===== src/verification/program.hex =====
// one 32-bit instruction word per line, word 0 at byte address 0x00
// the comment after each word gives its byte address and the assembly
00C00293  // 00: addi x5, x0, 12
FFB00313  // 04: addi x6, x0, -5
00628533  // 08: add  x10, x5, x6
40628533  // 0C: sub  x10, x5, x6
0062F533  // 10: and  x10, x5, x6
0062E533  // 14: or   x10, x5, x6
0062C533  // 18: xor  x10, x5, x6
0062F513  // 1C: andi x10, x5, 6
0032E513  // 20: ori  x10, x5, 3
FFF2C513  // 24: xori x10, x5, -1
00532533  // 28: slt  x10, x6, x5
FFF2A513  // 2C: slti x10, x5, -1
00429513  // 30: slli x10, x5, 4
00531533  // 34: sll  x10, x6, x5
00535533  // 38: srl  x10, x6, x5
01C35513  // 3C: srli x10, x6, 28
12345537  // 40: lui  x10, 0x12345
67850393  // 44: addi x7, x10, 0x678
00702223  // 48: sw   x7, 4(x0)
00402503  // 4C: lw   x10, 4(x0)
09A00413  // 50: addi x8, x0, 0x9a
00800323  // 54: sb   x8, 6(x0)
00402503  // 58: lw   x10, 4(x0)
00604503  // 5C: lbu  x10, 6(x0)
00001517  // 60: auipc x10, 1
10000513  // 64: addi x10, x0, 0x100
00300493  // 68: addi x9, x0, 3
00950533  // 6C: add  x10, x10, x9
FFF48493  // 70: addi x9, x9, -1
FE049CE3  // 74: bne  x9, x0, -8
00548463  // 78: beq  x9, x5, +8
00150513  // 7C: addi x10, x10, 1
00048463  // 80: beq  x9, x0, +8
7FF00513  // 84: addi x10, x0, 0x7ff
0080056F  // 88: jal  x10, +8
05500513  // 8C: addi x10, x0, 0x55
00750533  // 90: add  x10, x10, x7
0000006F  // 94: jal  x0, 0


===== src/logic/rvPkg.sv =====
`default_nettype none

package rvPkg;

    localparam int xLen = 32;
    localparam int regAddrBits = 5;
    localparam int imemWords = 256;
    localparam int dmemWords = 256;
    localparam int imemIdxBits = $clog2(imemWords);
    localparam int dmemIdxBits = $clog2(dmemWords);
    localparam string imemFile = "/design/src/verification/program.hex";  // relative to the run directory

    typedef enum logic [2:0] {
        aluAdd = 3'd0,
        aluSub = 3'd1,
        aluAnd = 3'd2,
        aluOr  = 3'd3,
        aluXor = 3'd4,
        aluSlt = 3'd5,
        aluSll = 3'd6,
        aluSrl = 3'd7
    } aluOpT;

    typedef enum logic [2:0] {
        immI = 3'd0,
        immS = 3'd1,
        immB = 3'd2,
        immJ = 3'd3,
        immU = 3'd4
    } immFmtT;

    typedef enum logic [1:0] {
        resAlu     = 2'd0,
        resMem     = 2'd1,
        resPcPlus4 = 2'd2
    } resultSelT;

    // major opcodes, instr[6:0]
    typedef enum logic [6:0] {
        opLoad   = 7'b0000011,
        opOpImm  = 7'b0010011,
        opAuipc  = 7'b0010111,
        opStore  = 7'b0100011,
        opOp     = 7'b0110011,
        opLui    = 7'b0110111,
        opBranch = 7'b1100011,
        opJal    = 7'b1101111
    } opcodeT;

    typedef struct packed {
        logic      regWrite;
        logic      memWrite;
        logic      byteAccess;  // lbu / sb
        logic      aluSrcA;     // 1 = pc
        logic      aluSrcB;     // 1 = immediate
        immFmtT    immFmt;
        aluOpT     aluOp;
        resultSelT resultSel;
        logic      jump;
        logic      branch;
    } ctrlT;

endpackage

`default_nettype wire


===== src/logic/pcUnit.sv =====
`timescale 1ns/1ns
`default_nettype none

module pcUnit (
    input  logic                   clk,
    input  logic                   rstN,
    input  logic                   pcSrc,
    input  logic [rvPkg::xLen-1:0] immExt,
    output logic [rvPkg::xLen-1:0] pc,
    output logic [rvPkg::xLen-1:0] pcPlus4
);

    import rvPkg::*;

    logic [xLen-1:0] pcTarget;
    logic [xLen-1:0] pcNext;

    assign pcPlus4 = pc + 4;
    assign pcTarget = pc + immExt;  // branch and jal target

    assign pcNext = pcSrc ? pcTarget : pcPlus4;

    always_ff @(posedge clk or negedge rstN) begin
        if (!rstN) begin
            pc <= '0;
        end else begin
            pc <= pcNext;
        end
    end

endmodule

`default_nettype wire


===== config.mk =====
export PLATFORM = sky130hd
export DESIGN_NAME = pcUnit
export DESIGN_NICKNAME = d
export VERILOG_FILES = /design/src/logic/rvPkg.sv /design/src/logic/pcUnit.sv
export SDC_FILE = /design/constraint.sdc
export NUM_CORES = 1
export LEC_CHECK = 0
export ABC_AREA = 1
export BUFFER_PORTS_ARGS = -buffer_cell sky130_fd_sc_hd__buf_2
export CELL_PAD_IN_SITES_DETAIL_PLACEMENT = 1
export CELL_PAD_IN_SITES_GLOBAL_PLACEMENT = 1
export CORE_ASPECT_RATIO = 1.75
export CORE_MARGIN = 1
export CORE_UTILIZATION = 38
export CTS_CLUSTER_DIAMETER = 50
export DETAILED_ROUTE_END_ITERATION = 8
export GPL_TIMING_DRIVEN = 0
export HOLD_SLACK_MARGIN = 0.15
export PLACE_DENSITY_LB_ADDON = 0.1
export REMOVE_ABC_BUFFERS = 1
export SLEW_MARGIN = 15
export SYNTH_ARGS = -nofsm -noshare
export SYNTH_HDL_FRONTEND = slang
export SYNTH_SLANG_ARGS = --single-unit

===== constraint.sdc =====
create_clock -name clk -period 2.6 [get_ports clk]
set_input_delay 0 -clock clk [delete_from_list [all_inputs] [get_ports clk]]
set_output_delay 0 -clock clk [all_outputs]
set_load 0.005 [all_outputs]

# --- Word-level counts from Yosys, hierarchy flattened ---
# Index checks and enable logic that the tools add are counted.
totals:
  register_bits: 32
  word_cells: 4
op_classes:
  add_sub_neg: 2
  mux: 1
op_table:
  columns: ["cell", "count"]
  rows:
  - ["32-bit by 3-bit adder with 32-bit output (second input constant)", 1]
  - ["32-bit adder", 1]
  - ["32-bit 2-to-1 mux", 1]

# --- Logic depth before layout (Yosys ltp) ---
logic_depth:
  ltp_word: 2
  depth_mapped: 13
  depth_no_buf: 13

# --- Worst setup path before layout ---
# Ideal clock, no wire load.
synth_timing:
  path_kind: "register to register"
  start: "register pc[0] (netlist name)"
  end: "register pc[28] (netlist name)"
  required_ns: 2.482
  period_less_slack_ns: 1.830
  arrival_time_ns: 1.712
  setup_slack_ns: 0.770
  stages_incl_launch_ff: 14
  path_cell_list: "dfrtp_1 > ha_1 > inv_1 > fa_1 > inv_1 > nand3_1 > nand3_1 > nand3_1 > nand3_1 > nand2_1 > nand2_1 > nand2_1 > nand3_1 > nand2_1"
synth_via:
  elab_chain_cells: 2
synth_lines:
  columns: ["item", "line_no", "text"]
  rows:
  - ["start, declared", "pcUnit.sv:9", "output logic [rvPkg::xLen-1:0] pc,"]
  - ["start signal, assigned", "pcUnit.sv:27", "pc <= pcNext;"]
  - ["32-bit by 3-bit adder with 32-bit output or 32-bit adder (tied branches)", "pcUnit.sv:18, pcUnit.sv:19", null]
  - ["32-bit 2-to-1 mux (*)", "pcUnit.sv:21", "assign pcNext = pcSrc ? pcTarget : pcPlus4;"]
  - ["named net pcNext[28]", "pcUnit.sv:16", "logic [xLen-1:0] pcNext;"]
# The timed path passes the listed nets; every way through them passes the cells marked *.

# --- Worst setup path in the final report ---
# Same ends and word-level chain as after synthesis.

==> metrics.md <==
| Metric | Value |
|---|---|
| Post-Synthesis Cells | `748` |
| Min cycle time layout | `2.34 ns` |
| Most frequently used flop master after synthesis | `dfrtp_1` |
| Outcome | `finished, final reports clean` |
| Synth Cell Area | `between 0.004 and 0.005 mm^2` |
| Post-synth EDFFs | `0` |
| Final WL | `17600 um` |
| H-tree depth | `2` |
| I/O pins | `99` |
| DRT Pass-1 Iters | `4` |
| Slowest cell on the critical path | `dfrtp_1` |
| Cell taking the most area after synthesis | `nand2_1` |
| Max cap viols | `0` |
| RD Place Congestion | `0.956` |
| Num Clock Sinks | `32` |
| Hold crit path type | `input pin to flip-flop` |
| WP buf/inv | `2` |
| Fmax | `428 MHz` |
| Ys Warns | `0` |
| Gr ovfl total | `0` |
| Largest register by flop count | `pc` |
| WP data arrival | `2.51 ns` |
| Total number of vias | `between 5000 and 6000` |
| Initial Util | `0.391` |
| Critical Path Sink Type | `flip-flop` |
| TritonCTS Buffers | `5` |
| Post-detail-place hpwl | `15000 um` |
| Most frequent CP cell | `nand3_1` |
| Final Hold Viols | `0` |
| Final setup viols | `0` |
| Biggest regs | `pc x32` |
| Ranking of synthesized cells by area | `nand2_1, dfrtp_1, inv_1` |
| Vias in the first global route | `5418` |
| Nets@finish | `916` |
| Peak VDD IR | `0.000502 V` |
| Smallest setup slack after layout | `~0.26 ns` |
| Crit path kind | `flip-flop to flip-flop` |
| CORE AREA | `around 0.011 mm^2` |
| Share of post-route cells with drive strength above 1 | `0.155` |
| Post-synthesis sequential area ratio | `0.184` |
| Skew final | `0.00420 ns` |
| Die Wd | `82.8 um` |
| Initial antenna violation count | `0` |
| Worst Max-Slew Pin Slew | `slightly above 0.8 ns` |
| Static leakage power | `3.06 nW` |
| CTS root buffer | `clkbuf_16` |
| # DRC | `0` |
| Core Rows | `approximately 50` |
| CP Max Fanout | `5` |
| Critical path startpoint category | `flip-flop` |
| Ant. Diodes | `0` |
| Crit-path cells | `ha_1 > inv_1 > fa_1 > inv_2 > nand3_1 > nand3_1 > nand3_1 > nand3_1 > nand2_1 > nand2_1 > nand2_1 > nand3_1 > nand2_1` |
| Pre-CTS setup slack | `0.151 ns` |
| Clk buf depth | `2` |
| Port bufs | `98` |
| Drt wl/cell | `17.9 um` |
| FFs w/ async S/R, synth | `1.00` |
| Pwr/cell area | `1260 mW/mm^2` |
| Seq cells post-synth | `32` |
| Worst skew pair latency | `0.29 ns` |
| Max reg flops | `32` |
| Post-synth top area share | `0.264` |
| DR iter-0 viols | `around 120` |
| Max_slew headroom | `0.447` |
| First-pass GRT wire length | `27700 um` |
| RSZ-0062 raised after global routing | `no` |
| CTS tree | `yes` |
| CP peak stage delay | `0.38 ns` |
| Fin Setup TNS | `0 ns` |
| Tot GR Track Use | `0.305` |
| Fin. max-slew vios | `0` |
| DR vias/cell | `approximately 5.2` |
| ANT nets after route | `0` |
| Area delta synth->final | `18.6%` |
| Distinct cells, synth | `35` |
| Delay-heaviest family, CP | `simple AND/OR/NAND/NOR gates` |
| Largest net degree at the start of global routing | `47` |
| Final period util | `0.898` |
| Mean Syn Cell Area | `between 5 and 6 um^2` |
| Die Y-Extent | `around 140 um` |
| WP data required | `2.77 ns` |
| Clock transition at the registers of the reported paths | `0.06 ns` |
| Die area | `0.0119 mm^2` |
[layout make-up]
class,count,area (um^2)
repair buffers,101,520
clock buffers,6,129
fillers,1623,5950
clock inverters,2,35.0
inverters,135,508
multi-input cells,573,2990
flip-flops and latches,32,801
well taps,132,165
[Yosys cell counts, types with 3 or more instances]
| master | count |
|---|---|
| dfrtp_1 | 32 |
| o21bai_1 | 3 |
| nor2_4 | 4 |
| nand2_2 | 3 |
| nand3_1 | 48 |
| nor2_1 | 56 |
| ha_1 | 32 |
| nand2_1 | 305 |
| nand3b_1 | 6 |
| clkbuf_1 | 3 |
| xnor2_2 | 3 |
| o21ai_0 | 17 |
| nor3_1 | 9 |
| inv_1 | 132 |
| buf_2 | 3 |
| xor2_1 | 18 |
| a21oi_1 | 22 |
| nor3_2 | 3 |
| nand4_1 | 8 |
| nor2_2 | 3 |
| xnor2_1 | 19 |
[cell families after synthesis]
logic type                 after synthesis  synth area share
AOI/OAI and AO/OA                       44            0.0530
xor gates and xnor gates                41            0.0896
adders and majority gates               33            0.0968
buffers and inverters                  143             0.126
DFF                                     32             0.184
and+or+nand+nor                        455             0.450
[final timing paths]
path / depth (start not counted) / endpoint / startpoint / slack [ns]
worst max-delay path: 13 / pc[28] / pc[0] / 0.26
worst min-delay path: 4 / pc[1] / immExt[1] / 0.18
worst max register to register: 13 / pc[28] / pc[0] / 0.26
worst min register to register: 2 / pc[0] / pc[0] / 0.53
max in group asynchronous: 2 / pc[28] / rstN / 1.72
min in group asynchronous: 2 / pc[22] / rstN / 0.33
[worst register-to-register path, cell delays in order (launching register included)]
cell and delay (ns):
dfrtp_1 0.38, ha_1 0.27, inv_1 0.08, fa_1 0.37, inv_2 0.14, nand3_1 0.09
nand3_1 0.16, nand3_1 0.09, nand3_1 0.18, nand2_1 0.11, nand2_1 0.08, nand2_1 0.04
nand3_1 0.15, nand2_1 0.07
[cells in the final DEF (no fill, tap or decap), drive strengths merged]
master,synthesis,final
ha,32,32
nand3b,6,6
buf,5,98
nor3b,2,2
xor2,19,19
fa,1,1
nand2,310,310
clkbuf,3,6
and2,1,1
nor3,13,13
dfrtp,32,32
o21ai,18,18
o21bai,3,3
xnor2,22,22
nand3,50,50
nand4,8,8
dlygate4sd3,0,3
nor2,64,64
bufinv,0,1
inv,134,134
clkinv,1,2
nor4,1,1
a21oi,22,22
a21o,1,1
[timing repair]
action,4_1_cts,5_1_grt
gates resized for setup,0,1
setup endpoints to repair,0,1
hold buffers,3,0
setup buffers,0,0
endpoints found under the hold margin,34,0
[layer usage]
layer,routed length [um],vias to the layer above,GRT usage,share of wire
li1,-,2482,-,-
met1,6130,2399,0.280,0.35
met2,9640,145,0.605,0.55
met3,565,57,0.0408,0.032
met4,1270,0,0.215,0.072
met5,0,-,0,0
[stage by stage]
step	util	hold slack [ns]	instance area [um^2]	instances	total power [mW]
6_report	0.464	0.181	5150	981	6.47
5_1_grt	0.464	0.212	5150	981	7.06
4_1_cts	0.464	0.182	5150	981	6.50
3_5_place_dp	0.447	0.140	4960	970	5.76
3_3_place_gp	0.446	0.141	4960	970	5.61
2_1_floorplan	-	-0.296	4300	740	3.94
[where the power goes]
part           total (mW)  internal [mW]  switching, mW  leakage [nW]
Clock               0.697          0.451          0.246        0.0808
Sequential           1.31          0.745          0.564         0.386
Combinational        4.46           1.63           2.84          2.60
Total                6.47           2.82           3.65          3.06
No activity file was read; power rests on OpenSTA's default activity.
