--- config.mk ---
export PLATFORM = sky130hd
export DESIGN_NAME = immExtend
export DESIGN_NICKNAME = d
export VERILOG_FILES = /design/src/logic/rvPkg.sv /design/src/logic/immExtend.sv
export SDC_FILE = /design/constraint.sdc
export NUM_CORES = 1
export LEC_CHECK = 0
export ABC_CLOCK_PERIOD_IN_PS = 1450
export BUFFER_PORTS_ARGS = -buffer_cell sky130_fd_sc_hd__buf_2
export CAP_MARGIN = 20
export CORE_MARGIN = 8
export CORE_UTILIZATION = 37
export DETAILED_ROUTE_END_ITERATION = 7
export GPL_ROUTABILITY_DRIVEN = 0
export PLACE_DENSITY = 0.95
export SYNTH_ARGS = -nofsm -noshare
export SYNTH_HDL_FRONTEND = slang
export SYNTH_SLANG_ARGS = --single-unit
--- constraint.sdc ---
create_clock -name vclk -period 1.45
set_input_delay 0 -clock vclk [all_inputs]
set_output_delay 0 -clock vclk [all_outputs]
set_load 0.005 [all_outputs]
--- src/verification/program.hex ---
// one 32-bit instruction word per line, word 0 at byte address 0x00
// the comment after each word gives its byte address and the assembly
00C00293  // 00: addi x5, x0, 12
FFB00313  // 04: addi x6, x0, -5
00628533  // 08: add  x10, x5, x6
40628533  // 0C: sub  x10, x5, x6
0062F533  // 10: and  x10, x5, x6
0062E533  // 14: or   x10, x5, x6
0062C533  // 18: xor  x10, x5, x6
0062F513  // 1C: andi x10, x5, 6
0032E513  // 20: ori  x10, x5, 3
FFF2C513  // 24: xori x10, x5, -1
00532533  // 28: slt  x10, x6, x5
FFF2A513  // 2C: slti x10, x5, -1
00429513  // 30: slli x10, x5, 4
00531533  // 34: sll  x10, x6, x5
00535533  // 38: srl  x10, x6, x5
01C35513  // 3C: srli x10, x6, 28
12345537  // 40: lui  x10, 0x12345
67850393  // 44: addi x7, x10, 0x678
00702223  // 48: sw   x7, 4(x0)
00402503  // 4C: lw   x10, 4(x0)
09A00413  // 50: addi x8, x0, 0x9a
00800323  // 54: sb   x8, 6(x0)
00402503  // 58: lw   x10, 4(x0)
00604503  // 5C: lbu  x10, 6(x0)
00001517  // 60: auipc x10, 1
10000513  // 64: addi x10, x0, 0x100
00300493  // 68: addi x9, x0, 3
00950533  // 6C: add  x10, x10, x9
FFF48493  // 70: addi x9, x9, -1
FE049CE3  // 74: bne  x9, x0, -8
00548463  // 78: beq  x9, x5, +8
00150513  // 7C: addi x10, x10, 1
00048463  // 80: beq  x9, x0, +8
7FF00513  // 84: addi x10, x0, 0x7ff
0080056F  // 88: jal  x10, +8
05500513  // 8C: addi x10, x0, 0x55
00750533  // 90: add  x10, x10, x7
0000006F  // 94: jal  x0, 0

--- src/logic/rvPkg.sv ---
`default_nettype none

package rvPkg;

    localparam int xLen = 32;
    localparam int regAddrBits = 5;
    localparam int imemWords = 256;
    localparam int dmemWords = 256;
    localparam int imemIdxBits = $clog2(imemWords);
    localparam int dmemIdxBits = $clog2(dmemWords);
    localparam string imemFile = "/design/src/verification/program.hex";  // relative to the run directory

    typedef enum logic [2:0] {
        aluAdd = 3'd0,
        aluSub = 3'd1,
        aluAnd = 3'd2,
        aluOr  = 3'd3,
        aluXor = 3'd4,
        aluSlt = 3'd5,
        aluSll = 3'd6,
        aluSrl = 3'd7
    } aluOpT;

    typedef enum logic [2:0] {
        immI = 3'd0,
        immS = 3'd1,
        immB = 3'd2,
        immJ = 3'd3,
        immU = 3'd4
    } immFmtT;

    typedef enum logic [1:0] {
        resAlu     = 2'd0,
        resMem     = 2'd1,
        resPcPlus4 = 2'd2
    } resultSelT;

    // major opcodes, instr[6:0]
    typedef enum logic [6:0] {
        opLoad   = 7'b0000011,
        opOpImm  = 7'b0010011,
        opAuipc  = 7'b0010111,
        opStore  = 7'b0100011,
        opOp     = 7'b0110011,
        opLui    = 7'b0110111,
        opBranch = 7'b1100011,
        opJal    = 7'b1101111
    } opcodeT;

    typedef struct packed {
        logic      regWrite;
        logic      memWrite;
        logic      byteAccess;  // lbu / sb
        logic      aluSrcA;     // 1 = pc
        logic      aluSrcB;     // 1 = immediate
        immFmtT    immFmt;
        aluOpT     aluOp;
        resultSelT resultSel;
        logic      jump;
        logic      branch;
    } ctrlT;

endpackage

`default_nettype wire

--- src/logic/immExtend.sv ---
`timescale 1ns/1ns
`default_nettype none

module immExtend (
    input  rvPkg::immFmtT          immFmt,
    input  logic [24:0]            instrBits,  // instr[31:7]
    output logic [rvPkg::xLen-1:0] immExt
);

    import rvPkg::*;

    logic signBit;

    assign signBit = instrBits[24];

    always_comb begin
        case (immFmt)
            immI: immExt = {{20{signBit}}, instrBits[24:13]};
            immS: immExt = {{20{signBit}}, instrBits[24:18], instrBits[4:0]};
            immB: begin
                immExt = {{20{signBit}}, instrBits[0], instrBits[23:18],
                          instrBits[4:1], 1'b0};
            end
            immJ: begin
                // imm[20|10:1|11|19:12] in instr[31:12]
                immExt = {{12{signBit}}, instrBits[12:5], instrBits[13],
                          instrBits[23:14], 1'b0};
            end
            immU:    immExt = {instrBits[24:5], 12'b0};
            default: immExt = '0;
        endcase
    end

endmodule

`default_nettype wire

---- Word level (Yosys, flattened, before mapping) ----
Index checks and enable logic that the tools add are counted.
W data, S select, Z words.
storage, ports and cells
  word-level logic and storage cells ...... 6
  input port bits ......................... 28
  register bits after elaboration ......... 0
cells by class
  muxes and demuxes ....................... 1
  eq/ne operators ......................... 4
  reductions and logical operators ........ 1
operators with widths
  kind                  number
  $pmux W32 S5          1
  $eq A3 B2 Y1 const B  2
  $eq A3 B1 Y1 const B  1
  $eq A3 B3 Y1 const B  1
  $logic_not A3 Y1      1

---- Depth between registers and ports, before layout ----
Gate-level depths: netlist of the first run.
  word-level depth ........................ 2
  depth in mapped cells ................... 5
  depth with buffers taken out ............ 3

---- Worst setup path after synthesis of the first run ----
No wires, ideal clock.
  kind .................................... input-to-output
  start point ............................. input immFmt[0]
  end point ............................... output immExt[12] in the netlist's numbering
  data arrival time ....................... 0.640 ns
  required time ........................... 1.450 ns
  cell stages on the path ................. 5
  path slack .............................. 0.810 ns
  path through ............................ buf_6 -> and2_1 -> buf_4 -> a21oi_1 -> o22ai_1
between the ends
  cells in the longest elaborated chain, start to end .. 2
ends and longest elaborated chain
  item                                  line             RTL
  from (decl)                           immExtend.sv:5   input rvPkg::immFmtT immFmt,
  $eq A3 B3 Y1 (tied with other cells)  immExtend.sv:17  case (immFmt)
  $pmux W32 S5 *                        immExtend.sv:17
  to (decl)                             immExtend.sv:7   output logic [rvPkg::xLen-1:0] immExt
Every way passes the cells marked *; elsewhere a longest branch is shown, timed or not.

---- Final worst setup path of the first run ----
  start point ............................. input immFmt[2]
  end point ............................... output immExt[17] in the netlist's numbering
Same word-level chain as after synthesis.

==> out/results.txt, run 1 <==
status - complete, no violations
via count - 722
Design Area, Final - 771 sq um
Crit. End Element - output pin
Post-DP HPWL - 1.78 mm
largest net degree at the start of global routing - 24
largest family of logic cells by synthesized area - compound AO/OA/AOI/OAI gates
final core occ - 60.7%
Synth area leaders - a21oi_1, a21o_1, mux2i_1
Yosys top cell area share - 16.2%
mean routed wirelength per cell - 14.9 um
Critical Path AT - 1.06 ns
multiplexer area fraction after synthesis - 12.2%
yosys warns - 0
Cells after Synth - 73
Final Max Tran Viols - 0
Worst Path Max Fanout - 23
Detailed Routing Iterations Pass 1 - 4
first-pass GRT wire length - 3.33 mm
Power Dens Cells - 336 mW/mm^2
synth unique cells - 18
hold depth - 3
drt total wl - 2.11 mm
Area after DPL - 763 sq um
number of setup violations in the final report - 0
Post-CTS Resized - 0
Remaining DRCs - 0
nets@finish - 156
clock period minus worst slack - 1.06 ns
Compound-Gate Fraction of Synth Area - 45.8%
count leader, synth - a21oi_1
vias in the first global route - 775
grt total ovfl - 0
die area - 0.00276 sq mm
IO Pins - 60
CLK BUF - 0
part of the cycle the worst path needs - 73.3%
Logic pwr share - 100.0%
top cells by instance count after synthesis - a21oi_1, a21o_1, nor2b_1
antenna violations before repair - 0
seq_cells - 0
Psw - 0.000128 W
# Max-Cap Violations - 0
number of diodes - 0
fmax - 940 MHz
Register Area - 0 sq um
setup_tns - 0 ns
Syn Nets - 101
final worst slack - 0.386 ns
Post-Synth Adder-Cell Area - 0%
Internal Power - 0.000131 W
Area growth syn-to-layout - 55.9%
number of setup buffers added after CTS - 0
Mapped Area - 494 sq um
Post-Synth XOR/XNOR Area - 5.57%
crit path launch type - primary input
layout cells sized above 1 - 51.6%
cell taking the most area after synthesis - a21oi_1
headroom to the max-slew limit - 66.7%
Routed Antenna Nets - 0
Port Buffers - 60
hold_buf cts - 0
Sw Share - 49.3%
crit path kind - in -> out
Fin. Hold Viols - 0
Initial Utilization - 39.0%
Hold WC Path Type - in -> out
die height - 52.5 um
Peak supply drop - 189 uV
Via density - 5.12
Iter 0 DRT Violations - 14
Slew @ Worst Pin - 0.498 ns
Core ar. - 0.00127 sq mm
sequential share of the synthesized area - 0%
DP Worst Slack - 0.00930 ns
RSZ-0062 raised after global routing - no
row count - 13
Avg Cell Area, Syn - 6.77 sq um
Tot GR Track Use - 14.5%
Flop pwr share - 0%
clock power share - 0%
Synth Area in Simple Gates - 22.5%
Die Wd - 52.5 um
Lkg Pwr - 0.487 nW
critical path required time - 1.45 ns
==> cell families after synthesis <==
family	after synthesis
simple gates	18
compound gates	37
mux	6
buf+inv	11
xor+xnor	1
==> routing by layer <==
layer | vias up | track usage (%) | part of all wire (%)
li1 | 374 | - | -
met1 | 308 | 14.5 | 37
met2 | 40 | 25.5 | 48
met3 | 0 | 10.2 | 14
met4 | 0 | 0.431 | 0
met5 | - | 0 | 0
==> layout by cell type, fill, tap and decap left out <==
master and n:
nor3b_4 1, mux2i_1 6, o22ai_1 8, nor3_1 1, inv_1 1, a21oi_1 16
buf_2 60, o21ai_0 1, nor2b_1 9, and2_1 2, buf_4 3, nor2_1 5
a31o_1 1, a21o_1 10, a211oi_1 1, xor2_4 1
==> cell type report <==
type | count | area (sq um)
Timing Repair Buffer | 63 | 323
Fill cell | 111 | 498
Tap cell | 15 | 18.8
Multi-Input combinational cell | 62 | 425
Inverter | 1 | 3.75
==> worst paths after layout <==
check,from,end,slack [ns]
max,immFmt[2],immExt[17],0.39
min,instrBits[23],immExt[30],0.28
==> power groups by stage <==
stage               Sequential, W  Clock [W]  Combinational [W]
finish                          0          0           0.000259
global route                    0          0           0.000287
CTS                             0          0           0.000261
detailed placement              0          0           0.000259
global placement                0          0           0.000252
floorplan                       0          0           0.000146
==> stage by stage <==
stage | hold WS, ns | instances | power, W
after CTS | 0.278 | 140 | 0.000261
after global placement | 0.274 | 140 | 0.000252
after detailed placement | 0.275 | 140 | 0.000259
after floorplan | 0.0981 | 73 | 0.000146
final | 0.276 | 141 | 0.000259
after global routing | 0.294 | 141 | 0.000287
==> worst max-delay path, cell delays in order <==
cell     delay (ns)
buf_2          0.09
buf_4          0.23
nor2b_1        0.23
buf_4          0.18
a21oi_1        0.07
o22ai_1        0.12
buf_2          0.14
Note: power is estimated with default switching activity, not from simulation.
==> run 2, diff against run 1 <==
--- a/config.mk
+++ b/config.mk
@@ -5,14 +5,14 @@
 export SDC_FILE = /design/constraint.sdc
 export NUM_CORES = 1
 export LEC_CHECK = 0
-export ABC_CLOCK_PERIOD_IN_PS = 1450
+export ABC_CLOCK_PERIOD_IN_PS = 1100
 export BUFFER_PORTS_ARGS = -buffer_cell sky130_fd_sc_hd__buf_2
 export CAP_MARGIN = 20
 export CORE_MARGIN = 8
-export CORE_UTILIZATION = 37
+export CORE_UTILIZATION = 35
 export DETAILED_ROUTE_END_ITERATION = 7
 export GPL_ROUTABILITY_DRIVEN = 0
-export PLACE_DENSITY = 0.95
+export PLACE_DENSITY = 0.9
 export SYNTH_ARGS = -nofsm -noshare
 export SYNTH_HDL_FRONTEND = slang
 export SYNTH_SLANG_ARGS = --single-unit
==> constraint.sdc (replaced) <==
create_clock -name vclk -period 1.1
set_input_delay 0 -clock vclk [all_inputs]
set_output_delay 0 -clock vclk [all_outputs]
set_load 0.005 [all_outputs]
==> run 2 against run 1 <==
Power increased by 32%. Via count decreased by 1.2%. Setup slack lost 0.29 ns. Final cell count rose by 0.71%. Wire length down 7.2%. Critical path depth fell by 2. Non-clock buffer count increased by 1. Sequential share of layout area did not move.
==> out/results.txt, run 2 (synthesis results as in run 1) <==
Post-DP HPWL - 1.61 mm
Core ar. - 0.00132 sq mm
final core occ - 59.3%
Fin. Hold Viols - 0
Port Buffers - 60
clock period minus worst slack - 1.00 ns
# Max-Cap Violations - 0
Via density - 5.02
CLK BUF - 0
Initial Utilization - 37.5%
critical path required time - 1.10 ns
hold depth - 3
status - complete, no violations
Hold Path Sink - immExt[28]
Final Power - 0.000341 W
number of setup violations in the final report - 0
Area growth syn-to-layout - 58.0%
mean routed wirelength per cell - 13.8 um
fin cells - 142
fmax - 999 MHz
vias in the first global route - 729
Peak supply drop - 178 uV
largest net degree at the start of global routing - 20
die height - 53.6 um
Design Area, Final - 781 sq um
Hold WC Path Type - in -> out
commonest non-fill, non-tap cell in the layout - buf_2
drt total wl - 1.95 mm
crit path launch type - primary input
Tot GR Track Use - 12.3%
headroom to the max-slew limit - 73.9%
seq_cells - 0
nets@finish - 157
Lkg Pwr - 0.493 nW
grt total ovfl - 0
number of diodes - 0
footprint of the multi-input gates - 428 sq um
Power Dens Cells - 437 mW/mm^2
Slew @ Worst Pin - 0.392 ns
first-pass GRT wire length - 2.93 mm
antenna violations before repair - 0
Iter 0 DRT Violations - 7
crit path kind - in -> out
FILL cells - 124
part of the cycle the worst path needs - 91.0%
via count - 713
Area after DPL - 778 sq um
Detailed Routing Iterations Pass 1 - 4
Crit. End Element - output pin
layout cells sized above 1 - 52.8%
HP Start - instrBits[21]
Final Max Tran Viols - 0
Worst Path Max Fanout - 8
Register Area - 0 sq um
commonest cells after routing, fill and taps aside - buf_2, a21oi_1, a21o_1
Inst Count DP - 142
Critical Path AT - 1.00 ns
die area - 0.00287 sq mm
Routed Antenna Nets - 0
Die Wd - 53.6 um
hold_buf cts - 0
IO Pins - 60
Hold WS - 0.276 ns
Remaining DRCs - 0
row count - 13
## run 2: cell types whose count changed in the layout (fill, tap and decap cells not counted), sizes merged
cell	change
buf	+1
## run 2: how the worst max path moves through the flow
stage	slack, ns	depth (start not counted)	end	startpoint
floorplan	0.46	5	immExt[12]	immFmt[0]
global placement	0.06	5	immExt[19]	immFmt[2]
detailed placement	0.02	5	immExt[19]	immFmt[2]
CTS	0.01	5	immExt[19]	immFmt[2]
global route	-0.007	5	immExt[19]	immFmt[0]
finish	0.1	5	immExt[12]	immFmt[0]
## run 2: final cells by class
class	instances	area share, %
tap	15	2.40
timing repair buffer	64	42.3
inverter	1	0.481
multi-input combinational	62	54.8
## run 2: power by group
group | switching (W) | internal, W
clock network | 0 | 0
registers | 0 | 0
logic | 0.000166 | 0.000176
## run 2: repair_timing
action / in CTS / in global routing
setup buffers: 0 / 0
setup endpoints to repair: 0 / 8
resized for setup: 0 / 1
## run 2: metrics by stage
| step | TNS [ns] | setup WS, ns |
|---|---|---|
| 2_1_floorplan | 0 | 0.460 |
| 3_3_place_gp | 0 | 0.0646 |
| 3_5_place_dp | 0 | 0.0243 |
| 4_1_cts | 0 | 0.0148 |
| 5_1_grt | -0.00682 | -0.00682 |
| 6_report | 0 | 0.0989 |
## run 2: metal layers
| layer | GRT usage, % | wire length [um] | up-vias |
|---|---|---|---|
| met4 | 2.94 | 0 | 0 |
| li1 | - | - | 372 |
| met2 | 21.5 | 1010 | 27 |
| met3 | 3.03 | 163 | 0 |
| met5 | 0 | 0 | - |
| met1 | 14.6 | 781 | 314 |
## run 2: critical path, cell delays in order
cell and delay [ns]:
buf_2 0.24, and2_1 0.35, a21oi_1 0.12, o22ai_1 0.15, buf_2 0.13
==> run 3, diff against run 2 <==
--- a/config.mk
+++ b/config.mk
@@ -8,11 +8,13 @@
 export ABC_CLOCK_PERIOD_IN_PS = 1100
 export BUFFER_PORTS_ARGS = -buffer_cell sky130_fd_sc_hd__buf_2
 export CAP_MARGIN = 20
+export CELL_PAD_IN_SITES_DETAIL_PLACEMENT = 0
+export CELL_PAD_IN_SITES_GLOBAL_PLACEMENT = 1
 export CORE_MARGIN = 8
-export CORE_UTILIZATION = 35
+export CORE_UTILIZATION = 21
 export DETAILED_ROUTE_END_ITERATION = 7
 export GPL_ROUTABILITY_DRIVEN = 0
-export PLACE_DENSITY = 0.9
+export PLACE_DENSITY = 0.91
 export SYNTH_ARGS = -nofsm -noshare
 export SYNTH_HDL_FRONTEND = slang
 export SYNTH_SLANG_ARGS = --single-unit
==> run 3 against run 2 <==
Non-clock buffer count grew 2. Die area increased by 45%. Sequential share of layout area unchanged. Critical path depth unchanged. First-iteration DRC count up 86%. Setup slack gained 0.019 ns. Combinational power is 3% higher. Hold slack lost 0.0021 ns. Final cell count is 11% higher. Critical endpoint is now immExt[15]. Highest routed layer is now met4.
==> out/results.txt, run 3 (synthesis results as in run 1) <==
crit path kind - in -> out
drt total wl - 2.14 mm
footprint of the multi-input gates - 425 sq um
die area - 0.00416 sq mm
Crit. End Element - output pin
setup_tns - 0 ns
number of setup violations in the final report - 0
Final Max Tran Viols - 0
Port Buffers - 60
Power Dens Cells - 435 mW/mm^2
die height - 64.5 um
layout cells sized above 1 - 52.7%
nets@finish - 159
commonest cells after routing, fill and taps aside - buf_2, a21oi_1, a21o_1
crit path launch type - primary input
mean routed wirelength per cell - 13.6 um
Critical Path AT - 0.98 ns
grt total ovfl - 0
first-pass GRT wire length - 3.48 mm
Iter 0 DRT Violations - 13
Fin. Hold Viols - 0
vias in the first global route - 837
FILL cells - 251
Area growth syn-to-layout - 63.8%
IO Pins - 60
commonest non-fill, non-tap cell in the layout - buf_2
CLK BUF - 0
clock period minus worst slack - 0.982 ns
Crit. Startpoint - immFmt[0]
fmax - 1020 MHz
row count - 17
Final Power - 0.000352 W
Remaining DRCs - 0
Detailed Routing Iterations Pass 1 - 4
RSZ-0062 raised after global routing - no
Via density - 4.96
Die Wd - 64.5 um
hold_buf cts - 0
Hold WC Path Type - in -> out
Worst Path Max Fanout - 8
Register Area - 0 sq um
via count - 779
headroom to the max-slew limit - 72.7%
Tot GR Track Use - 9.58%
Post-DP HPWL - 1.86 mm
Initial Utilization - 22.3%
Area after DPL - 810 sq um
Core ar. - 0.00221 sq mm
HP Start - instrBits[18]
number of diodes - 0
Peak supply drop - 213 uV
number of setup buffers added after CTS - 0
seq_cells - 0
status - complete, no violations
Design Area, Final - 810 sq um
part of the cycle the worst path needs - 89.3%
# Max-Cap Violations - 0
antenna violations before repair - 0
largest net degree at the start of global routing - 22
Routed Antenna Nets - 0
Lkg Pwr - 0.502 nW
Slew @ Worst Pin - 0.410 ns
Post-CTS Resized - 0
critical path required time - 1.10 ns
[run 3: final cells by class]
| cell class | instances | area share, % |
|---|---|---|
| Inverter | 1 | 0.464 |
| Multi-Input combinational cell | 62 | 52.6 |
| Tap cell | 28 | 4.33 |
| Timing Repair Buffer | 66 | 42.7 |
[run 3: final timing paths]
path	slack, ns	cells after the start	to
setup / recovery	0.12	5	immExt[15]
hold / removal	0.27	3	immExt[25]
[run 3: per-layer routing]
metal	GRT usage, %	vias to the layer above	part of all wire [%]
met5	0	-	0
met4	1.36	0	1.5
met3	2.41	4	8.2
met2	17.3	50	46
met1	11.3	348	44
li1	-	377	-
[run 3: per-stage QoR]
step                hold slack, ns  cells  utilization (%)  setup WS (ns)
global route                 0.289    157             36.6         0.0118
CTS                          0.280    157             36.6          0.126
finish                       0.274    157             36.6          0.118
detailed placement           0.279    157             36.6          0.124
global placement             0.274    157             36.6          0.161
floorplan                   0.0981     73                -          0.460
[run 3: where the power goes]
| part | internal [W] | leakage [nW] | total, W | switching, W |
|---|---|---|---|---|
| clock network | 0 | 0 | 0 | 0 |
| registers | 0 | 0 | 0 | 0 |
| logic | 0.000180 | 0.502 | 0.000352 | 0.000172 |
[run 3: worst max-delay path: stages]
cell and delay [ns]:
buf_2 0.23, and2_1 0.33, a21oi_1 0.11, o22ai_1 0.17, buf_2 0.14
