[src/verification/program.hex]
// one 32-bit instruction word per line, word 0 at byte address 0x00
// the comment after each word gives its byte address and the assembly
00C00293  // 00: addi x5, x0, 12
FFB00313  // 04: addi x6, x0, -5
00628533  // 08: add  x10, x5, x6
40628533  // 0C: sub  x10, x5, x6
0062F533  // 10: and  x10, x5, x6
0062E533  // 14: or   x10, x5, x6
0062C533  // 18: xor  x10, x5, x6
0062F513  // 1C: andi x10, x5, 6
0032E513  // 20: ori  x10, x5, 3
FFF2C513  // 24: xori x10, x5, -1
00532533  // 28: slt  x10, x6, x5
FFF2A513  // 2C: slti x10, x5, -1
00429513  // 30: slli x10, x5, 4
00531533  // 34: sll  x10, x6, x5
00535533  // 38: srl  x10, x6, x5
01C35513  // 3C: srli x10, x6, 28
12345537  // 40: lui  x10, 0x12345
67850393  // 44: addi x7, x10, 0x678
00702223  // 48: sw   x7, 4(x0)
00402503  // 4C: lw   x10, 4(x0)
09A00413  // 50: addi x8, x0, 0x9a
00800323  // 54: sb   x8, 6(x0)
00402503  // 58: lw   x10, 4(x0)
00604503  // 5C: lbu  x10, 6(x0)
00001517  // 60: auipc x10, 1
10000513  // 64: addi x10, x0, 0x100
00300493  // 68: addi x9, x0, 3
00950533  // 6C: add  x10, x10, x9
FFF48493  // 70: addi x9, x9, -1
FE049CE3  // 74: bne  x9, x0, -8
00548463  // 78: beq  x9, x5, +8
00150513  // 7C: addi x10, x10, 1
00048463  // 80: beq  x9, x0, +8
7FF00513  // 84: addi x10, x0, 0x7ff
0080056F  // 88: jal  x10, +8
05500513  // 8C: addi x10, x0, 0x55
00750533  // 90: add  x10, x10, x7
0000006F  // 94: jal  x0, 0

[src/logic/rvPkg.sv]
`default_nettype none

package rvPkg;

    localparam int xLen = 32;
    localparam int regAddrBits = 5;
    localparam int imemWords = 256;
    localparam int dmemWords = 256;
    localparam int imemIdxBits = $clog2(imemWords);
    localparam int dmemIdxBits = $clog2(dmemWords);
    localparam string imemFile = "/design/src/verification/program.hex";  // relative to the run directory

    typedef enum logic [2:0] {
        aluAdd = 3'd0,
        aluSub = 3'd1,
        aluAnd = 3'd2,
        aluOr  = 3'd3,
        aluXor = 3'd4,
        aluSlt = 3'd5,
        aluSll = 3'd6,
        aluSrl = 3'd7
    } aluOpT;

    typedef enum logic [2:0] {
        immI = 3'd0,
        immS = 3'd1,
        immB = 3'd2,
        immJ = 3'd3,
        immU = 3'd4
    } immFmtT;

    typedef enum logic [1:0] {
        resAlu     = 2'd0,
        resMem     = 2'd1,
        resPcPlus4 = 2'd2
    } resultSelT;

    // major opcodes, instr[6:0]
    typedef enum logic [6:0] {
        opLoad   = 7'b0000011,
        opOpImm  = 7'b0010011,
        opAuipc  = 7'b0010111,
        opStore  = 7'b0100011,
        opOp     = 7'b0110011,
        opLui    = 7'b0110111,
        opBranch = 7'b1100011,
        opJal    = 7'b1101111
    } opcodeT;

    typedef struct packed {
        logic      regWrite;
        logic      memWrite;
        logic      byteAccess;  // lbu / sb
        logic      aluSrcA;     // 1 = pc
        logic      aluSrcB;     // 1 = immediate
        immFmtT    immFmt;
        aluOpT     aluOp;
        resultSelT resultSel;
        logic      jump;
        logic      branch;
    } ctrlT;

endpackage

`default_nettype wire

[src/logic/controlUnit.sv]
`timescale 1ns/1ns
`default_nettype none

module controlUnit (
    input  rvPkg::opcodeT opcode,
    input  logic [2:0]    funct3,
    input  logic          funct7b5,
    input  logic          zero,
    output rvPkg::ctrlT   ctrl,
    output logic          pcSrc
);

    import rvPkg::*;

    aluOpT arithOp;

    // funct3 decoding shared by register and immediate forms
    always_comb begin
        case (funct3)
            3'b000:  arithOp = (opcode == opOp && funct7b5) ? aluSub : aluAdd;
            3'b001:  arithOp = aluSll;
            3'b010:  arithOp = aluSlt;
            3'b100:  arithOp = aluXor;
            3'b101:  arithOp = aluSrl;
            3'b110:  arithOp = aluOr;
            3'b111:  arithOp = aluAnd;
            default: arithOp = aluAdd;  // sltu not supported
        endcase
    end

    always_comb begin
        // bubble unless the opcode says otherwise
        ctrl.regWrite   = 1'b0;
        ctrl.memWrite   = 1'b0;
        ctrl.byteAccess = 1'b0;
        ctrl.aluSrcA    = 1'b0;
        ctrl.aluSrcB    = 1'b0;
        ctrl.immFmt     = immI;
        ctrl.aluOp      = aluAdd;
        ctrl.resultSel  = resAlu;
        ctrl.jump       = 1'b0;
        ctrl.branch     = 1'b0;

        case (opcode)
            opLoad: begin
                ctrl.regWrite   = 1'b1;
                ctrl.aluSrcB    = 1'b1;
                ctrl.byteAccess = (funct3 == 3'b100);  // lbu
                ctrl.resultSel  = resMem;
            end
            opStore: begin
                ctrl.memWrite   = 1'b1;
                ctrl.aluSrcB    = 1'b1;
                ctrl.immFmt     = immS;
                ctrl.byteAccess = (funct3 == 3'b000);  // sb
            end
            opOp: begin
                ctrl.regWrite = 1'b1;
                ctrl.aluOp    = arithOp;
            end
            opOpImm: begin
                ctrl.regWrite = 1'b1;
                ctrl.aluSrcB  = 1'b1;
                ctrl.aluOp    = arithOp;
            end
            opBranch: begin
                ctrl.branch = 1'b1;
                ctrl.immFmt = immB;
                ctrl.aluOp  = aluSub;  // compare rs1 - rs2
            end
            opJal: begin
                ctrl.regWrite  = 1'b1;
                ctrl.jump      = 1'b1;
                ctrl.immFmt    = immJ;
                ctrl.resultSel = resPcPlus4;
            end
            opLui: begin
                ctrl.regWrite = 1'b1;
                ctrl.aluSrcB  = 1'b1;
                ctrl.immFmt   = immU;
            end
            opAuipc: begin
                ctrl.regWrite = 1'b1;
                ctrl.aluSrcA  = 1'b1;
                ctrl.aluSrcB  = 1'b1;
                ctrl.immFmt   = immU;
            end
            default: ;
        endcase
    end

    // funct3[0] picks bne over beq
    assign pcSrc = ctrl.jump | (ctrl.branch & (zero ^ funct3[0]));

endmodule

`default_nettype wire

[config.mk]
export PLATFORM = sky130hd
export DESIGN_NAME = controlUnit
export DESIGN_NICKNAME = d
export VERILOG_FILES = /design/src/logic/rvPkg.sv /design/src/logic/controlUnit.sv
export SDC_FILE = /design/constraint.sdc
export NUM_CORES = 1
export LEC_CHECK = 0
export BUFFER_PORTS_ARGS = -buffer_cell sky130_fd_sc_hd__buf_2
export CAP_MARGIN = 20
export CORE_AREA = 2 2 39 41
export DETAILED_ROUTE_END_ITERATION = 6
export DIE_AREA = 0 0 41 43
export GPL_TIMING_DRIVEN = 0
export PLACE_DENSITY = 0.59
export SETUP_SLACK_MARGIN = 0.1
export SLEW_MARGIN = 0
export SYNTH_ARGS = -nofsm -noshare
export SYNTH_HDL_FRONTEND = slang
export SYNTH_SLANG_ARGS = --single-unit
[constraint.sdc]
create_clock -name vclk -period 1.1
set_clock_uncertainty 0.1 [all_clocks]
set_input_delay 0.055 -clock vclk [all_inputs]
set_output_delay 0.055 -clock vclk [all_outputs]
set_load 0.05 [all_outputs]
# Word level (Yosys, flattened, before mapping)
# Index checks and enable logic that the tools add are counted.
[op_classes] n_bitwise=3 div_mod_pow=0 eq_ne=14 magnitude_cmp=0 n_shift=0 n_mux=12 reduce_logical=6 mul=0 addsub=0
[op_table] op="7-bit by 6-bit == test with 1-bit output, second input constant" n=3
[op_table] op="3-bit one-hot mux with 7 select lines" n=1
[op_table] op="7-bit by 5-bit == test with 1-bit output, second input constant" n=2
[op_table] op="7-bit == test, second input constant" n=2
[op_table] op="3-bit == test, second input constant" n=4
[op_table] op="3-bit one-hot mux with 4 select lines" n=1
[op_table] op="7-bit by 2-bit == test with 1-bit output, second input constant" n=1
[op_table] op="1-bit two-way mux" n=7
[op_table] op="3-bit one-hot mux with 2 select lines" n=1
[op_table] op="6-bit OR reduction" n=1
[op_table] op="5-bit OR reduction" n=1
[op_table] op="2-bit one-hot mux with 2 select lines" n=1
[op_table] op="2-bit OR reduction" n=2
[op_table] op="3-bit by 1-bit == test with 1-bit output, second input constant" n=1
[op_table] op="3-bit by 2-bit == test with 1-bit output, second input constant" n=1
[op_table] op="3-bit zero test" n=1
[op_table] op="1-bit one-hot mux with 2 select lines" n=1
[op_table] op="1-bit AND" n=1
[op_table] op="1-bit logical AND" n=1
[op_table] op="1-bit OR" n=1
[op_table] op="1-bit XOR" n=1
[totals] input_bits=12 memories=0 ff_bits=0 ramBits=0 latchBits=0 out_inout_bits=16 romBits=0 wordCells=35

# Longest topological paths before layout
# Gate-level depths: netlist of run 1.
[depth] depth_word=5 mapped_depth=4 depth_no_buf=3

# Worst setup path before layout of run 1
# No wires, ideal clock.
[synth_timing] path_type="input to output" startpoint="in opcode[3]" endpoint="out ctrl[7] in the netlist's numbering" stages=3 t_required_ps=945 n_path_buf=1 t_arrival_ps=3021 path_slack_ps=-2076 cell_sequence="buf_2 > or3_1 > a2111oi_0"
[synth_rtl] item="start, declared" line_no="controlUnit.sv:5" text="input rvPkg::opcodeT opcode,"
[synth_rtl] item="end, declared" line_no="controlUnit.sv:9" text="output rvPkg::ctrlT ctrl,"

==> impl_results.md, run 1 <==
- Mean number of vias per cell: 4.890
- Setup repair after global routing missed its margin: true
- DIE WIDTH: 41 um
- Register share of total power: 0%
- Cell Count Post-Placement: 87
- Part of the power in combinational logic: 100.0%
- Peak clock frequency supported by timing: 692.7 MHz
- Count of clock-net buffers in the final layout: 0
- Vias in the first global route: 356
- Yosys warning count: 0
- P_sw: 0.1076 mW
- Required time at the endpoint of the critical path: 940 ps
- Final worst setup slack: -343.7 ps
- Routed WL: 1048 um
- Std-Cell Core Area: 0.001384 mm^2
- Setup tns final: -1101 ps
- Initial drt markers: 1
- Element type at the critical path end: output pin
- Final setup violation count: 6
- Placement-stage worst setup slack: -477.2 ps
- Slew HR: 79.04%
- GRT overflow: 0
- Number of port buffers: 25
- List of cells traversed by the critical path: buf_12 -> or2_4 -> or4_4 -> nor4_4 -> buf_6
- Final Hold Violating Endpoints: 0
- Fillers: 132
- Switching part of the total: 55.76%
- Areal power density over the cells: 259.3 mW/mm^2
- Violations in the final reports: setup timing
- Min Clock Period, post-route: 1444 ps
- Most common cell after layout, fill and taps aside: buf_6
- Height of the die: 43 um
- Final routed wire length divided by cell count: 11.52 um
- Worst Setup Start Kind: input pin
- Part of the power in the clock network: 0%
- Cells after Synth: 46
- Drt drc: 0
- Synthesized cell area: 292.8 um^2
- Average cell area after synthesis: 6.365 um^2
- Fin. max-slew vios: 0
- Die area: 0.001763 mm^2
- Slowest Stage Delay on Critical Path: 530 ps
- Sink of the worst hold path: ctrl[7]
- Routability-driven placement congestion ratio: 0.6563
- Max-capacitance violation count: 0
- Syn Nets: 58
- Instance count along the most critical hold path: 3
- Number of non-filler instances in the completed layout: 91
- Outcome: complete, but fails checks
- Top fanout value on the critical path: 4
- Worst min-delay path class: input pin to output pin
- Maximum number of pins on one net before global-route repair: 10
- Leakage power: 0.2987 nW
- Diode count: 0
- Number of rows created at floorplan: 14
- Global-route usage over all layers: 11.79%
- First-pass DRT Iterations: 2
- Initial antenna violation count: 0
- Highest-count cells in the layout ignoring fill and taps: buf_6, buf_2, buf_4
- Detailed-route via count: 445
- Design area: 744.5 um^2
- Yosys cell types: 25
- Share of post-route cells with drive strength above 1: 73.33%
- Hold Startpoint: opcode[4]
- Cell internal power dissipation: 0.08540 mW
- Storage cell area: 0 um^2
- Layout net count: 89
- Period utilisation layout: 131.2%
- Post-DP Area: 539.3 um^2
- Post-DP HPWL: 737.4 um
- Count of sequential standard cells: 0
- Layout overhead on the synthesized area: 154.3%
- Cell at the slowest stage of the critical path: or4_4
- Total power: 0.1930 mW
- Share of synthesized area occupied by flip-flops and latches: 0%
- Post-detailed-route count of antenna-violating nets: 0
- Effective utilization at floorplan: 21.16%
- IR Drop Worst-Case VDD: 0.0001353 V
- I/O pins: 28
- Crit Path Class: input pin to output pin
- Worst Tran Pin Value: 313.6 ps
- Global-route wire length before repair: 1552 um
- Critical path arrival: 1290 ps
metrics by stage:
step / hold WS, ps / util (%)
final: 299.0 / 53.80
after global routing: 308.7 / 53.80
after CTS: 300.2 / 50.99
after detailed placement: 363.4 / 38.97
after global placement: 364.7 / 38.97
after floorplan: 77.31 / -
cells in the mapped netlist, types with 2 or more instances:
library cell  count  share of area (%)
nor2_1           11                 14
nand2_1           5                6.4
a21oi_1           3                5.1
nand3_1           3                5.1
and3b_1           2                6.0
mux2i_1           2                6.8
xor2_1            2                6.0
per-layer routing:
layer	share of wire [%]	vias to the layer above	global-route usage (%)	routed length, um
met3	4.4	0	0	46
met5	0	-	0	0
met2	54	13	21.25	570
met1	41	207	15.82	432
met4	0	0	0	0
li1	-	225	-	-
power by group through the flow:
stage	logic, mW	clock network, mW	registers (mW)
2_1_floorplan	0.103	0	0
3_3_place_gp	0.151	0	0
3_5_place_dp	0.151	0	0
4_1_cts	0.181	0	0
5_1_grt	0.206	0	0
6_report	0.193	0	0
repair_timing:
| action | in CTS | in global routing |
|---|---|---|
| buffers inserted | 3 | 1 |
| endpoints found under the hold margin | 0 | 0 |
| pin swaps | 13 | 1 |
| hold buffers | 0 | 0 |
| gates resized for setup | 44 | 8 |
| setup endpoints to repair | 16 | 16 |
worst max-delay path, delay by kind of cell:
family	cells	cell delay, ps
buf+inv	2	290
simple gates	3	940
kinds of logic after synthesis:
group           synth area share (%)
simple gates                   61.12
compound gates                 14.96
buf+inv                        8.115
xor+xnor                       8.976
mux                            6.838
area by class of cell:
cell class | instances | area [um^2] | area share [%]
tap | 16 | 20.02 | 2.689
multi-input combinational | 42 | 391.6 | 52.61
inverter | 1 | 3.754 | 0.5042
buffer | 3 | 53.80 | 7.227
timing repair buffer | 29 | 275.3 | 36.97
worst max path at each step:
stage / from / endpoint / slack [ps] / depth (start not counted)
after CTS: opcode[3] / ctrl[12] / -360 / 5
after floorplan: opcode[2] / ctrl[12] / -560 / 4
after global routing: opcode[3] / ctrl[12] / -370 / 5
after global placement: opcode[2] / ctrl[12] / -480 / 5
after detailed placement: opcode[2] / ctrl[12] / -480 / 5
final: opcode[3] / ctrl[12] / -340 / 5
Power figures use the tool's default switching activity.
==> run 2: changes to the inputs <==
- clock period: 1.1 -> 1.25 ns (I/O delays scaled with it)
==> run 2 against run 1 <==
Effect of this change: the run still ends with setup timing left; setup slack better by 190 ps; hold slack improved by 69 ps; critical path type unchanged; combinational power is 25% lower; largest power group unchanged; design area shrank 13%; die area unchanged; core utilization shrank 7.1 points.
==> impl_results.md, run 2 (same netlist as run 1, synthesis figures left out) <==
- Slowest Stage Delay on Critical Path: 460 ps (was 530 ps)
- Critical path arrival: 1240 ps (was 1290 ps)
- Die area: 0.001763 mm^2 (unchanged)
- List of cells traversed by the critical path: buf_8 -> or2_4 -> or4_4 -> buf_6 -> nor2_4 -> buf_8 (was buf_12 -> or2_4 -> or4_4 -> nor4_4 -> buf_6)
- Layout overhead on the synthesized area: 120.9% (was 154.3%)
- Post-DP Area: 523.0 um^2 (was 539.3 um^2)
- Storage cell area: 0 um^2 (unchanged)
- Post-detailed-route count of antenna-violating nets: 0 (unchanged)
- Global-route wire length before repair: 1345 um (was 1552 um)
- Detailed-route via count: 435 (was 445)
- Initial drt markers: 3 (was 1)
- Worst Setup Start Kind: input pin (unchanged)
- Crit Path Class: input pin to output pin (unchanged)
- Element type at the critical path end: output pin (unchanged)
- Combined buffer and inverter count along the critical path: 3 (was 2)
- First-pass DRT Iterations: 3 (was 2)
- Period utilisation layout: 112.1%
- Share of post-route cells with drive strength above 1: 63.16% (was 73.33%)
- Number of rows created at floorplan: 14 (unchanged)
- Max-capacitance violation count: 0 (unchanged)
- Drt drc: 0 (unchanged)
- Global-route usage over all layers: 10.09% (was 11.79%)
- GRT overflow: 0 (unchanged)
- Setup repair after global routing missed its margin: true (unchanged)
- Count of sequential standard cells: 0 (unchanged)
- Violations in the final reports: setup timing (unchanged)
- Layout net count: 90 (was 89)
- Final Hold Violating Endpoints: 0 (unchanged)
- Peak clock frequency supported by timing: 713.9 MHz
- Placement-stage worst setup slack: -336.7 ps (was -477.2 ps)
- Diode count: 0 (unchanged)
- Vias in the first global route: 346 (was 356)
- Final setup violation count: 5 (was 6)
- IR Drop Worst-Case VDD: 0.00009350 V (was 0.0001353 V)
- Cell at the slowest stage of the critical path: or4_4 (unchanged)
- Final routed wire length divided by cell count: 10.33 um (was 11.52 um)
- I/O pins: 28 (unchanged)
- Fillers: 143 (was 132)
- Total power: 0.1449 mW (was 0.1930 mW)
- Top fanout value on the critical path: 4 (unchanged)
- Effective utilization at floorplan: 21.16% (unchanged)
- Design area: 646.9 um^2 (was 744.5 um^2)
- Worst Tran Pin Value: 298.4 ps (was 313.6 ps)
- Leakage power: 0.2842 nW (was 0.2987 nW)
- Count of clock-net buffers in the final layout: 0 (unchanged)
- Std-Cell Core Area: 0.001384 mm^2 (unchanged)
- Most Frequent Cell on Critical Path: buf_8
- Most common cell after layout, fill and taps aside: buf_4 (was buf_6)
- Min Clock Period, post-route: 1401 ps
- Mean number of vias per cell: 4.728 (was 4.890)
- Height of the die: 43 um (unchanged)
- Initial antenna violation count: 0 (unchanged)
- Areal power density over the cells: 224.0 mW/mm^2 (was 259.3 mW/mm^2)
- Slew HR: 80.06% (was 79.04%)
- Routed WL: 950 um (was 1048 um)
- Routability-driven placement congestion ratio: 0.6533 (was 0.6563)
- DIE WIDTH: 41 um (unchanged)
- Fin. max-slew vios: 0 (unchanged)
- Worst path top cell family by delay: simple AND/OR/NAND/NOR gates (unchanged)
- Highest-count cells in the layout ignoring fill and taps: buf_4, buf_2, buf_6 (was buf_6, buf_2, buf_4)
- Maximum number of pins on one net before global-route repair: 10 (unchanged)
- Number of port buffers: 25 (unchanged)
- Required time at the endpoint of the critical path: 1090 ps (was 940 ps)
- Worst min-delay path class: input pin to output pin (unchanged)
- Final worst setup slack: -150.7 ps (was -343.7 ps)
- Post-DP HPWL: 725.6 um (was 737.4 um)
- Outcome: complete, but fails checks (unchanged)
-- run 2: changes by cell type in the layout (fill, tap and decap cells not counted), moves of 2 or more --
cell / before / now
a21oi_2: 2 / 0
nand2_2: 2 / 0
buf_12: 2 / 0
nand2_1: 3 / 5
a21oi_1: 0 / 2
buf_6: 14 / 6
buf_2: 7 / 9
buf_4: 5 / 12
-- run 2: final cells by class --
class	count	area [um^2]	area share, %
timing repair buffer	30	240.2	37.14
multi-input combinational	42	347.8	53.77
inverter	1	3.754	0.5803
buffer	3	35.03	5.416
tap	16	20.02	3.095
-- run 2: per-stage QoR --
step	utilization [%]	instances	TNS, ps	hold WS, ps
after floorplan	-	46	-2224	92.31
after global placement	37.79	87	-1013	384.1
after detailed placement	37.79	87	-1031	382.9
after CTS	44.12	92	-624.7	382.5
after global routing	46.75	92	-878.3	377.9
final	46.75	92	-512.7	367.6
-- run 2: what timing repair did --
action / 4_1_cts / 5_1_grt
hold buffers: 0 / 0
endpoints found under the setup margin: 11 / 14
resized for setup: 17 / 15
cloned: 0 / 0
pin swaps: 2 / 3
buffers inserted: 5 / 0
-- run 2: power by group --
part / switching, mW / internal (mW)
clock network: 0 / 0
registers: 0 / 0
logic: 0.0836 / 0.0613
total: 0.0836 / 0.0613
-- run 2: final timing paths --
kind	from	cells past startpoint	end	slack, ps
max	opcode[2]	6	ctrl[2]	-150
min	opcode[3]	3	ctrl[10]	370
-- run 2: metal layers --
layer	up-vias	share of wire, %	wire length [um]	track usage (%)
li1	223	-	-	-
met2	16	49	468	18.75
met4	0	0	0	0
met1	196	45	423	12.97
met3	0	6.1	58	0
met5	-	0	0	0
-- run 2: worst min-delay path: stages --
cell	delay [ps]
buf_8	100
nor4_2	40
buf_2	200
==> run 3: changes to the inputs <==
- PLACE_DENSITY: 0.59 -> 0.62
- SLEW_MARGIN: 0 -> unset
==> run 3 against run 2 <==
Effect of this change: the run still ends with setup timing left; core utilization is 2.4 points higher; sequential share of layout area stayed put; flip-flop and latch count stayed put; count of clock-buffer cells in the layout stayed put; via count is 4.4% higher; routed wire length is 9.4% higher; die area stayed put.
==> impl_results.md, run 3 (same netlist as run 1, synthesis figures left out) <==
- Outcome: complete, but fails checks (unchanged)
- Violations in the final reports: setup timing (unchanged)
- Post-detailed-route count of antenna-violating nets: 0 (unchanged)
- Initial drt markers: 1 (was 3)
- DIE WIDTH: 41 um (unchanged)
- Min Hold Slack: 330.6 ps (was 367.6 ps)
- Std-Cell Core Area: 0.001384 mm^2 (unchanged)
- Min Clock Period, post-route: 1398 ps (was 1401 ps)
- Number of rows created at floorplan: 14 (unchanged)
- Worst Tran Pin Value: 316.5 ps (was 298.4 ps)
- Fillers: 129 (was 143)
- Final routed wire length divided by cell count: 11.29 um (was 10.33 um)
- Diode count: 0 (unchanged)
- Detailed-route via count: 454 (was 435)
- IR Drop Worst-Case VDD: 0.0001080 V (was 0.00009350 V)
- Worst Setup Start Kind: input pin (unchanged)
- Number of hold buffers added after cts: 0 (unchanged)
- Peak clock frequency supported by timing: 715.6 MHz (was 713.9 MHz)
- Height of the die: 43 um (unchanged)
- Share of post-route cells with drive strength above 1: 71.05% (was 63.16%)
- Layout overhead on the synthesized area: 132.5% (was 120.9%)
- Critical path arrival: 1240 ps (about the same)
- Drt drc: 0 (unchanged)
- Layout net count: 90 (unchanged)
- Cell at the slowest stage of the critical path: or4_4 (unchanged)
- Combined buffer and inverter count along the critical path: 3 (unchanged)
- Vias in the first global route: 375 (was 346)
- Top fanout value on the critical path: 4 (unchanged)
- Effective utilization at floorplan: 21.16% (unchanged)
- Setup repair after global routing missed its margin: true (unchanged)
- Final setup violation count: 4 (was 5)
- Highest-count cells in the layout ignoring fill and taps: buf_4, buf_2, buf_6 (unchanged)
- Final worst setup slack: -147.5 ps (was -150.7 ps)
- Period utilisation layout: 111.8% (was 112.1%)
- Global-route wire length before repair: 1504 um (was 1345 um)
- Max-capacitance violation count: 0 (unchanged)
- List of cells traversed by the critical path: buf_8 -> or2_4 -> or4_4 -> buf_6 -> nor2_4 -> buf_6 (was buf_8 -> or2_4 -> or4_4 -> buf_6 -> nor2_4 -> buf_8)
- Final Hold Violating Endpoints: 0 (unchanged)
- Leakage power: 0.2884 nW (was 0.2842 nW)
- Slowest Stage Delay on Critical Path: 460 ps (about the same)
- Mean number of vias per cell: 4.935 (was 4.728)
- Die area: 0.001763 mm^2 (unchanged)
- Required time at the endpoint of the critical path: 1090 ps (about the same)
- Initial antenna violation count: 0 (unchanged)
- Setup tns final: -446.0 ps (was -512.7 ps)
- Global-route usage over all layers: 11.39% (was 10.09%)
- Worst min-delay path class: input pin to output pin (unchanged)
- Fin. max-slew vios: 0 (unchanged)
- Number of port buffers: 25 (unchanged)
- GRT overflow: 0 (unchanged)
- Count of sequential standard cells: 0 (unchanged)
- Post-DP HPWL: 735.9 um (was 725.6 um)
- Maximum number of pins on one net before global-route repair: 10 (unchanged)
- I/O pins: 28 (unchanged)
- Routability-driven placement congestion ratio: 0.6543 (was 0.6533)
- First-pass DRT Iterations: 2 (was 3)
- Routed WL: 1039 um (was 950 um)
- Placement-stage worst setup slack: -336.3 ps (was -336.7 ps)
- Storage cell area: 0 um^2 (unchanged)
- Worst path top cell family by delay: simple AND/OR/NAND/NOR gates (unchanged)
- Element type at the critical path end: output pin (unchanged)
- Slew HR: 78.85% (was 80.06%)
- Areal power density over the cells: 229.8 mW/mm^2 (was 224.0 mW/mm^2)
- Most Frequent Cell on Critical Path: buf_6 (was buf_8)
- Count of clock-net buffers in the final layout: 0 (unchanged)
- Crit Path Class: input pin to output pin (unchanged)
run 3: cell count changes in the layout (fill, tap and decap cells not counted), moves of 2 or more:
cell | previous run | this run
buf_4 | 12 | 10
nand2_1 | 5 | 3
buf_6 | 6 | 9
nand2_2 | 0 | 2
run 3: repair_timing:
action | 4_1_cts | 5_1_grt
gates cloned | 0 | 0
resized for setup | 18 | 23
setup buffers | 5 | 0
endpoints found under the hold margin | 0 | 0
endpoints found under the setup margin | 11 | 14
pin swaps | 2 | 5
run 3: final cells by class:
cell class	count	area [um^2]	area share, %
Inverter	1	3.754	0.5515
Timing Repair Buffer	30	241.5	35.48
Multi-Input combinational cell	42	377.9	55.51
Tap cell	16	20.02	2.941
Buffer	3	37.54	5.515
run 3: metrics by stage:
step | instance area [um^2] | cells | util [%] | total power [mW]
finish | 680.7 | 92 | 49.19 | 0.1564
detailed placement | 523.0 | 87 | 37.79 | 0.1288
CTS | 613.1 | 92 | 44.30 | 0.1408
global placement | 523.0 | 87 | 37.79 | 0.1275
global route | 680.7 | 92 | 49.19 | 0.1675
floorplan | 377.9 | 46 | - | 0.08757
run 3: worst paths after layout:
kind | startpoint | endpoint | slack [ps] | cells past startpoint
max | opcode[2] | ctrl[13] | -150 | 6
min | opcode[4] | ctrl[7] | 330 | 3
run 3: metal layers:
layer / wire length, um / vias up / GRT usage [%]
li1: - / 226 / -
met1: 434 / 211 / 14.56
met2: 525 / 17 / 21.25
met3: 79 / 0 / 0
met4: 0 / 0 / 0
met5: 0 / - / 0
run 3: where the power goes:
group          total [mW]  switching (mW)  internal [mW]  leakage (nW)
Clock                   0               0              0             0
Sequential              0               0              0             0
Combinational       0.156          0.0903         0.0661         0.288
Total               0.156          0.0903         0.0661         0.288
